$ cat src/biu_ahb_pkg.sv
// biu_ahb package
// AHB-Lite code enums, BIU burst/size/protection codes and the
// conversion functions shared by the BIU master and the SRAM slave

`default_nettype none

package biu_ahb_pkg;

  //////////////////////////////////////////////////////////////////////
  // AHB-Lite codes
  typedef enum logic [1:0] {
    HTRANS_IDLE   = 2'b00,
    HTRANS_BUSY   = 2'b01,
    HTRANS_NONSEQ = 2'b10,
    HTRANS_SEQ    = 2'b11
  } htrans_t;

  typedef enum logic [2:0] {
    HSIZE_BYTE  = 3'b000,
    HSIZE_HWORD = 3'b001,
    HSIZE_WORD  = 3'b010
  } hsize_t;

  typedef enum logic [2:0] {
    HBURST_SINGLE = 3'd0,
    HBURST_INCR   = 3'd1,
    HBURST_WRAP4  = 3'd2,
    HBURST_INCR4  = 3'd3,
    HBURST_WRAP8  = 3'd4,
    HBURST_INCR8  = 3'd5,
    HBURST_WRAP16 = 3'd6,
    HBURST_INCR16 = 3'd7
  } hburst_t;

  typedef enum logic {HRESP_OKAY = 1'b0, HRESP_ERROR = 1'b1} hresp_t;

  //////////////////////////////////////////////////////////////////////
  // core side codes
  typedef enum logic [2:0] {
    BIU_SINGLE = 3'd0, BIU_INCR   = 3'd1, BIU_WRAP4  = 3'd2, BIU_INCR4  = 3'd3,
    BIU_WRAP8  = 3'd4, BIU_INCR8  = 3'd5, BIU_WRAP16 = 3'd6, BIU_INCR16 = 3'd7
  } biu_type_t;

  typedef enum logic [2:0] {BIU_BYTE = 3'd0, BIU_HWORD = 3'd1, BIU_WORD = 3'd2} biu_size_t;

  typedef struct packed {
    logic cacheable;   // bit 2
    logic privileged;  // bit 1
    logic data;        // bit 0, 0 = opcode fetch
  } biu_prot_t;

  // beats minus one, INCR is issued as a single beat
  function automatic logic [3:0] type2cnt(input biu_type_t t);
    case (t)
      BIU_WRAP4, BIU_INCR4:   return 4'd3;
      BIU_WRAP8, BIU_INCR8:   return 4'd7;
      BIU_WRAP16, BIU_INCR16: return 4'd15;
      default:                return 4'd0;  // single, incr
    endcase
  endfunction

  // same ordering on both sides
  function automatic hburst_t type2hburst(input biu_type_t t);
    return hburst_t'(t);
  endfunction

  function automatic hsize_t size2hsize(input biu_size_t s);
    case (s)
      BIU_BYTE:  return HSIZE_BYTE;
      BIU_HWORD: return HSIZE_HWORD;
      default:   return HSIZE_WORD;
    endcase
  endfunction

  // {cacheable, bufferable, privileged, data}, never bufferable here
  function automatic logic [3:0] prot2hprot(input biu_prot_t p);
    return {p.cacheable, 1'b0, p.privileged, p.data};
  endfunction

  // next beat address, word steps, wraps keep the bits above the boundary
  function automatic logic [63:0] nxt_addr(input logic [63:0] addr, input hburst_t hburst);
    logic [63:0] lin;
    lin = (addr + 64'd4) & ~64'h3;
    case (hburst)
      HBURST_WRAP4:  return {addr[63:4], lin[3:0]};  // 16 byte window
      HBURST_WRAP8:  return {addr[63:5], lin[4:0]};  // 32 byte window
      HBURST_WRAP16: return {addr[63:6], lin[5:0]};  // 64 byte window
      default:       return lin;
    endcase
  endfunction

endpackage

`default_nettype wire

$ cat src/ahb_lite_if.sv
// AHB-Lite interface
// one master, one slave; hready is the slave's own ready fed back

`timescale 1ns/1ps
`default_nettype none

interface ahb_lite_if #(
  parameter int XLEN = 32,
  parameter int PLEN = 32
);
  import biu_ahb_pkg::*;

  // master driven
  logic            hsel;
  logic [PLEN-1:0] haddr;
  logic            hwrite;
  hsize_t          hsize;
  hburst_t         hburst;
  logic [3:0]      hprot;
  htrans_t         htrans;
  logic            hmastlock;
  logic [XLEN-1:0] hwdata;   // data phase

  // slave driven
  logic [XLEN-1:0] hrdata;
  logic            hready;
  hresp_t          hresp;

  modport master (
    output hsel, haddr, hwrite, hsize, hburst, hprot, htrans, hmastlock, hwdata,
    input  hrdata, hready, hresp
  );

  modport slave (
    input  hsel, haddr, hwrite, hsize, hburst, hprot, htrans, hmastlock, hwdata,
    output hrdata, hready, hresp
  );

endinterface

`default_nettype wire

$ cat src/biu_ahb_master.sv
// BIU to AHB-Lite master
// turns the core's strobe bus into NONSEQ/SEQ bursts, counts beats,
// computes incrementing and wrapping addresses and drops a burst on ERROR

`timescale 1ns/1ps
`default_nettype none

module biu_ahb_master #(
  parameter int XLEN = 32,
  parameter int PLEN = 32
) (
  input  wire                          HCLK,
  input  wire                          HRESETn,

  // core side
  input  wire                          biu_stb_i,      // held until stb_ack
  output logic                         biu_stb_ack_o,  // burst accepted
  output logic                         biu_d_ack_o,    // next write beat please
  input  wire  [PLEN-1:0]              biu_adri_i,
  output logic [PLEN-1:0]              biu_adro_o,     // address of acked beat
  input  wire  biu_ahb_pkg::biu_size_t biu_size_i,
  input  wire  biu_ahb_pkg::biu_type_t biu_type_i,
  input  wire  biu_ahb_pkg::biu_prot_t biu_prot_i,
  input  wire                          biu_lock_i,
  input  wire                          biu_we_i,
  input  wire  [XLEN-1:0]              biu_d_i,
  output logic [XLEN-1:0]              biu_q_o,
  output logic                         biu_ack_o,      // beat done with OKAY
  output logic                         biu_err_o,      // burst aborted

  ahb_lite_if.master                   ahb
);
  import biu_ahb_pkg::*;

  logic [3:0] burst_cnt;   // beats still to issue after the current one
  logic       data_ena;    // active transfer in address phase
  logic       data_ena_d;  // active transfer in data phase

  ////////////////////////////////////////////////////////////////////
  // address phase
  always_ff @(posedge HCLK or negedge HRESETn) begin
    if (!HRESETn) begin
      burst_cnt     <= '0;
      data_ena      <= 1'b0;
      biu_err_o     <= 1'b0;
      ahb.hsel      <= 1'b0;
      ahb.haddr     <= '0;
      ahb.hwrite    <= 1'b0;
      ahb.hsize     <= HSIZE_WORD;
      ahb.hburst    <= HBURST_SINGLE;
      ahb.hprot     <= 4'b0011;      // privileged data access
      ahb.htrans    <= HTRANS_IDLE;
      ahb.hmastlock <= 1'b0;
    end else begin
      biu_err_o <= 1'b0;  // single cycle pulse

      if (ahb.hready) begin
        if (burst_cnt == '0) begin
          if (biu_stb_i && !biu_err_o) begin  // new burst
            data_ena      <= 1'b1;
            burst_cnt     <= type2cnt(biu_type_i);
            ahb.hsel      <= 1'b1;
            ahb.htrans    <= HTRANS_NONSEQ;
            ahb.haddr     <= biu_adri_i;
            ahb.hwrite    <= biu_we_i;
            ahb.hsize     <= size2hsize(biu_size_i);
            ahb.hburst    <= type2hburst(biu_type_i);
            ahb.hprot     <= prot2hprot(biu_prot_i);
            ahb.hmastlock <= biu_lock_i;
          end else begin
            data_ena      <= 1'b0;
            ahb.hsel      <= 1'b0;
            ahb.htrans    <= HTRANS_IDLE;
            ahb.hmastlock <= biu_lock_i;  // lock may be held between bursts
          end
        end else begin  // keep the burst going
          data_ena   <= 1'b1;
          burst_cnt  <= burst_cnt - 4'd1;
          ahb.htrans <= HTRANS_SEQ;
          ahb.haddr  <= PLEN'(nxt_addr(64'(ahb.haddr), ahb.hburst));
        end
      end else if (ahb.hresp == HRESP_ERROR) begin
        // first error cycle drops the pending address phase
        burst_cnt  <= '0;
        data_ena   <= 1'b0;
        ahb.hsel   <= 1'b0;
        ahb.htrans <= HTRANS_IDLE;
        biu_err_o  <= 1'b1;
      end
    end
  end

  ////////////////////////////////////////////////////////////////////
  // data phase
  always_ff @(posedge HCLK or negedge HRESETn) begin
    if (!HRESETn) begin
      data_ena_d <= 1'b0;
    end else if (ahb.hready) begin
      data_ena_d <= data_ena;
    end
  end

  // payload registers stall with hready
  always_ff @(posedge HCLK) begin
    if (ahb.hready) begin
      biu_adro_o <= ahb.haddr;                 // follows the beat into its data phase
      if (data_ena) ahb.hwdata <= biu_d_i;     // beat data sampled on d_ack
    end
  end

  assign biu_q_o       = ahb.hrdata;
  assign biu_ack_o     = ahb.hready & data_ena_d & (ahb.hresp == HRESP_OKAY);
  assign biu_d_ack_o   = ahb.hready & data_ena;
  assign biu_stb_ack_o = ahb.hready & (burst_cnt == '0) & biu_stb_i & ~biu_err_o;

  ////////////////////////////////////////////////////////////////////
  // protocol checks
  a_no_seq_after_idle : assert property (
    @(posedge HCLK) disable iff (!HRESETn)
    (ahb.htrans == HTRANS_IDLE) |=> (ahb.htrans != HTRANS_SEQ)
  ) else $error("SEQ issued right after IDLE");

  // a multi-beat burst in its first address phase still has beats to issue
  a_no_stb_ack_mid_burst : assert property (
    @(posedge HCLK) disable iff (!HRESETn)
    (ahb.htrans == HTRANS_NONSEQ && ahb.hburst != HBURST_SINGLE &&
     ahb.hburst != HBURST_INCR) |-> !biu_stb_ack_o
  ) else $error("stb_ack while beats of the current burst remain");

endmodule

`default_nettype wire

$ cat src/flat_wrapper.sv
// flat-port wrapper written by rule: the top's interface ports become plain ports
module biu_ahb_master_flat import biu_ahb_pkg::*;
#(
  parameter int XLEN = 32,
  parameter int PLEN = 32
)
  (HCLK, HRESETn, biu_stb_i, biu_stb_ack_o, biu_d_ack_o, biu_adri_i, biu_adro_o, biu_size_i, biu_type_i, biu_prot_i, biu_lock_i, biu_we_i, biu_d_i, biu_q_o, biu_ack_o, biu_err_o, ahb_hsel, ahb_haddr, ahb_hwrite, ahb_hsize, ahb_hburst, ahb_hprot, ahb_htrans, ahb_hmastlock, ahb_hwdata, ahb_hrdata, ahb_hready, ahb_hresp);
  ahb_lite_if #(.XLEN(XLEN), .PLEN(PLEN)) ahb_i ();
  input  wire HCLK;
  input  wire HRESETn;
  input  wire biu_stb_i;
  output logic biu_stb_ack_o;
  output logic biu_d_ack_o;
  input  wire  [PLEN-1:0] biu_adri_i;
  output logic [PLEN-1:0] biu_adro_o;
  input  wire  biu_ahb_pkg::biu_size_t biu_size_i;
  input  wire  biu_ahb_pkg::biu_type_t biu_type_i;
  input  wire  biu_ahb_pkg::biu_prot_t biu_prot_i;
  input  wire biu_lock_i;
  input  wire biu_we_i;
  input  wire  [XLEN-1:0] biu_d_i;
  output logic [XLEN-1:0] biu_q_o;
  output logic biu_ack_o;
  output logic biu_err_o;
  output wire logic [$bits(ahb_i.hsel)-1:0] ahb_hsel;
  output wire logic [$bits(ahb_i.haddr)-1:0] ahb_haddr;
  output wire logic [$bits(ahb_i.hwrite)-1:0] ahb_hwrite;
  output wire logic [$bits(ahb_i.hsize)-1:0] ahb_hsize;
  output wire logic [$bits(ahb_i.hburst)-1:0] ahb_hburst;
  output wire logic [$bits(ahb_i.hprot)-1:0] ahb_hprot;
  output wire logic [$bits(ahb_i.htrans)-1:0] ahb_htrans;
  output wire logic [$bits(ahb_i.hmastlock)-1:0] ahb_hmastlock;
  output wire logic [$bits(ahb_i.hwdata)-1:0] ahb_hwdata;
  input wire logic [$bits(ahb_i.hrdata)-1:0] ahb_hrdata;
  input wire logic [$bits(ahb_i.hready)-1:0] ahb_hready;
  input wire logic [$bits(ahb_i.hresp)-1:0] ahb_hresp;
  assign ahb_hsel = ahb_i.hsel;
  assign ahb_haddr = ahb_i.haddr;
  assign ahb_hwrite = ahb_i.hwrite;
  assign ahb_hsize = ahb_i.hsize;
  assign ahb_hburst = ahb_i.hburst;
  assign ahb_hprot = ahb_i.hprot;
  assign ahb_htrans = ahb_i.htrans;
  assign ahb_hmastlock = ahb_i.hmastlock;
  assign ahb_hwdata = ahb_i.hwdata;
  assign ahb_i.hrdata = ahb_hrdata;
  assign ahb_i.hready = ahb_hready;
  assign ahb_i.hresp = ahb_hresp;
  biu_ahb_master #(.XLEN(XLEN), .PLEN(PLEN)) u_core (.HCLK(HCLK), .HRESETn(HRESETn), .biu_stb_i(biu_stb_i), .biu_stb_ack_o(biu_stb_ack_o), .biu_d_ack_o(biu_d_ack_o), .biu_adri_i(biu_adri_i), .biu_adro_o(biu_adro_o), .biu_size_i(biu_size_i), .biu_type_i(biu_type_i), .biu_prot_i(biu_prot_i), .biu_lock_i(biu_lock_i), .biu_we_i(biu_we_i), .biu_d_i(biu_d_i), .biu_q_o(biu_q_o), .biu_ack_o(biu_ack_o), .biu_err_o(biu_err_o), .ahb(ahb_i));
endmodule
$ cat config.mk
export PLATFORM = sky130hd
export DESIGN_NAME = biu_ahb_master_flat
export DESIGN_NICKNAME = d
export VERILOG_FILES = /design/src/biu_ahb_pkg.sv /design/src/ahb_lite_if.sv /design/src/biu_ahb_master.sv /design/src/flat_wrapper.sv
export SDC_FILE = /design/constraint.sdc
export NUM_CORES = 1
export LEC_CHECK = 0
export BUFFER_PORTS_ARGS = -buffer_cell sky130_fd_sc_hd__buf_4
export CAP_MARGIN = 30
export CELL_PAD_IN_SITES_DETAIL_PLACEMENT = 2
export CELL_PAD_IN_SITES_GLOBAL_PLACEMENT = 2
export CORE_ASPECT_RATIO = 0.8
export CORE_MARGIN = 3
export CORE_UTILIZATION = 29
export DETAILED_ROUTE_END_ITERATION = 10
export PLACE_DENSITY_LB_ADDON = 0.1
export SLEW_MARGIN = 20
export SYNTH_ARGS = -nofsm -noshare
export SYNTH_HDL_FRONTEND = slang
export SYNTH_SLANG_ARGS = --single-unit
$ cat constraint.sdc
create_clock -name HCLK -period 3.2 [get_ports HCLK]
set_clock_uncertainty 0.15 [all_clocks]
set_input_delay 0.16 -clock HCLK [delete_from_list [all_inputs] [get_ports HCLK]]
set_output_delay 0.16 -clock HCLK [all_outputs]
set_load 0.02 [all_outputs]
==> flow_metrics.py <==
metrics = {
    "placed_design": {
        "dpl_cell_area_um2": 6507,
        "port_buffers": 192,
        "place_congestion": 0.8434,
        "dp_cells": 797,
        "place_hpwl_mm": 12.54,
    },
    "floorplan": {
        "die_w_um": 153.8,
        "dieArea_um2": 19110,
        "core-area_um2": 16820,
        "io-pin-count": 259,
        "die_h_um": 124.2,
        "rows": 42,
        "start_util": 0.3013,
    },
    "sta": {
        "fin_tns_setup_ns": 0,
        "fin_crit_sh": 0.8838,
        "clock.fmax_mhz": 353.6,
        "fin_crit_ns": 2.828,
        "finalHoldViolCount": 0,
        "worst_slew_pin_slew_ns": 0.7100,
        "maxSlewViolCount": 0,
        "relSlewSlack": 0.5266,
        "finalSetupViolCount": 0,
        "rsz0062_at_grt": "false",
    },
    "setup_path": {
        "crit_path_max_fanout": 17,
        "criticalPathCategory": "flop to flop",
        "cp-end-kind": "flop",
        "startpoint_type": "flop",
        "required_ns": 3.40,
        "critical_path_arrival_ns": 3.02,
    },
    "drt": {
        "drtAntennaViolNets": 0,
        "wl_mm": 18.71,
        "viasPerCell": 4.888,
        "drc_errors": 0,
        "dr.pass1.iters": 4,
        "drtIter0Drc": 197,
        "vias": 4438,
        "wire_per_inst_um": 20.60,
    },
    "clocking": {
        "clkTransAtPathRegs_ns": 0.05,
        "cts_num_sinks": 115,
        "cts-root-buf": "clkbuf_16",
        "clock_latency_ns": 0.41,
        "clockBufferDepth": 2,
        "cts_buffers": 17,
        "cts_resized": 0,
        "postCtsHoldBufs": 79,
        "cts_tree": "built",
        "htreeDepth": 4,
        "postCtsSetupRepairBufs": 0,
    },
    "yosys": {
        "ys_seq_area_frac": 0.6319,
        "synth_cells": 430,
        "synth_xor_area_frac": 0.001728,
        "synth_top_cell_by_area": "edfxtp_1",
        "synth_cell_types": 56,
        "yosysMostFrequentCell": "edfxtp_1",
        "synth_compound_area_frac": 0.1348,
        "ys_ff_latch": 115,
        "synthAdderAreaFrac": 0.007407,
        "synth_edf_count": 64,
        "synth_simple_gate_area_frac": 0.1427,
        "synth_common_cells": "edfxtp_1 (64), nand2_1 (53), dfrtp_1 (48)",
        "async_flop_share": 0.4435,
        "syn_area_um2": 5067,
        "synth_warnings": 0,
        "synth_top_cell_area_share": 0.3793,
        "synth_top_family_by_area": "simple AND/OR/NAND/NOR gates",
        "avgSynthCellArea_um2": 11.78,
        "synth_flop_cell": "edfxtp_1",
        "yosys-top-cells-area": "edfxtp_1 (38%), dfrtp_1 (24%), buf_4 (5.5%)",
        "muxShareOfSynthArea": 0.006420,
    },
    "finish": {
        "final_area_um2": 7874,
        "post-route-util": 0.4682,
        "area_growth_pct": 55.38,
        "antenna_cells": 0,
        "drive_gt1_frac": 0.3634,
        "final_nets": 790,
        "final_cells": 908,
    },
    "pwr": {
        "p_leak_nw": 3.398,
        "ir_drop_v": 0.0003864,
        "p_total_mw": 7.119,
        "power_density_nw_per_um2": 904.1,
    },
    "global_routing": {
        "grt_max_degree": 52,
        "grt_pass1_vias": 4886,
        "gr-usage-all-layers": 0.1970,
        "antenna_found_initial": 0,
        "grt_pass1_wl_mm": 29.49,
        "gr-total-overflow": 0,
    },
    "hold_path": {
        "hp-class": "primary input to output pin",
    },
    "status": {
        "outcome": "completed",
    },
    "flow_run": {
        "drv_cap": 0,
    },
}
[cell families (layout without fill, tap and decap cells)]
| family | after synthesis | count (layout) |
|---|---|---|
| AO/OA/AOI/OAI | 110 | 110 |
| other | 1 | 2 |
| adder cells (fa/ha/maj) | 3 | 3 |
| flip-flops | 115 | 115 |
| AND/OR/NAND/NOR | 136 | 136 |
| XOR/XNOR | 1 | 1 |
| buffers and inverters | 61 | 318 |
| multiplexers | 3 | 3 |
[critical path: stages, from the launching register on]
cell and delay, ns:
dfrtp_1 0.43, inv_1 0.11, ha_1 0.21, nor3b_4 0.22, nand3_2 0.32, inv_1 0.55, nand3_1 0.12, dlygate4sd3_1 0.57
nand2_1 0.08
[state kept, by name, indices dropped and copies added, names as in the netlist, 2 cells and up]
name,cells
u_core.ahb.haddr,32
u_core.ahb.hburst,3
u_core.ahb.hprot,3
u_core.ahb.hsize,2
u_core.ahb.hwdata,32
u_core.biu_adro_o,32
u_core.burst_cnt,4
[placed cells by master (no fill, tap or decap), types with 7 or more instances in the layout]
master	synthesis	final
edfxtp_1	64	64
nand4_1	7	7
nand2_1	53	53
o22ai_1	13	13
nand3_1	23	23
buf_4	37	201
o21ai_0	25	25
clkbuf_16	0	17
dfrtp_1	48	48
nor2_1	14	14
a21oi_1	39	39
a2bb2oi_1	9	9
dlygate4sd3_1	0	79
[cell type report]
class                           instances  area, um^2
Inverter                                6       22.52
Timing Repair Buffer                  280        2300
Sequential cell                       115        3202
Fill cell                            1710        8942
Clock buffer                           20       436.7
Tap cell                              220       275.3
Multi-Input combinational cell        255        1499
Clock inverter                         12       138.9
[where the power goes]
part | internal [mW] | switching, mW
registers | 2.07 | 0.486
logic | 1.11 | 1.56
clock network | 1.21 | 0.680
[routing by layer]
layer / vias up / part of all wire / track usage
met4: 0 / 0.013 / 0.05607
met3: 32 / 0.046 / 0.05010
li1: 2050 / - / -
met2: 123 / 0.50 / 0.3287
met1: 2233 / 0.44 / 0.2542
met5: - / 0 / 0
[per-stage QoR]
| stage | setup WS, ns | hold slack [ns] |
|---|---|---|
| finish | 0.3718 | 0.1700 |
| global route | 0.1351 | 0.1700 |
| CTS | 0.2969 | 0.1701 |
| detailed placement | 0.5166 | 0.1107 |
| global placement | 0.6563 | 0.1217 |
| floorplan | 1.089 | -0.2856 |
[path summary, 6_finish.rpt]
kind                                                      start                          endpoint  slack [ns]  cells after the start
worst min register to register  u_core.ahb.hprot[0]$_DFFE_PN1P_   u_core.ahb.hprot[0]$_DFFE_PN1P_        0.33                      2
min in group asynchronous                               HRESETn  u_core.ahb.haddr[16]$_DFFE_PN0P_        0.19                      2
worst max-delay path            u_core.burst_cnt[0]$_DFFE_PN0P_   u_core.ahb.hsize[0]$_DFFE_PN0P_        0.37                      8
worst min-delay path                              ahb_hrdata[4]                        biu_q_o[4]        0.17                      0
worst max register to register  u_core.burst_cnt[0]$_DFFE_PN0P_   u_core.ahb.hsize[0]$_DFFE_PN0P_        0.37                      8
max in group asynchronous                               HRESETn   u_core.burst_cnt[3]$_DFFE_PN0P_        2.23                      2
Note: power is estimated with default switching activity, not from simulation.
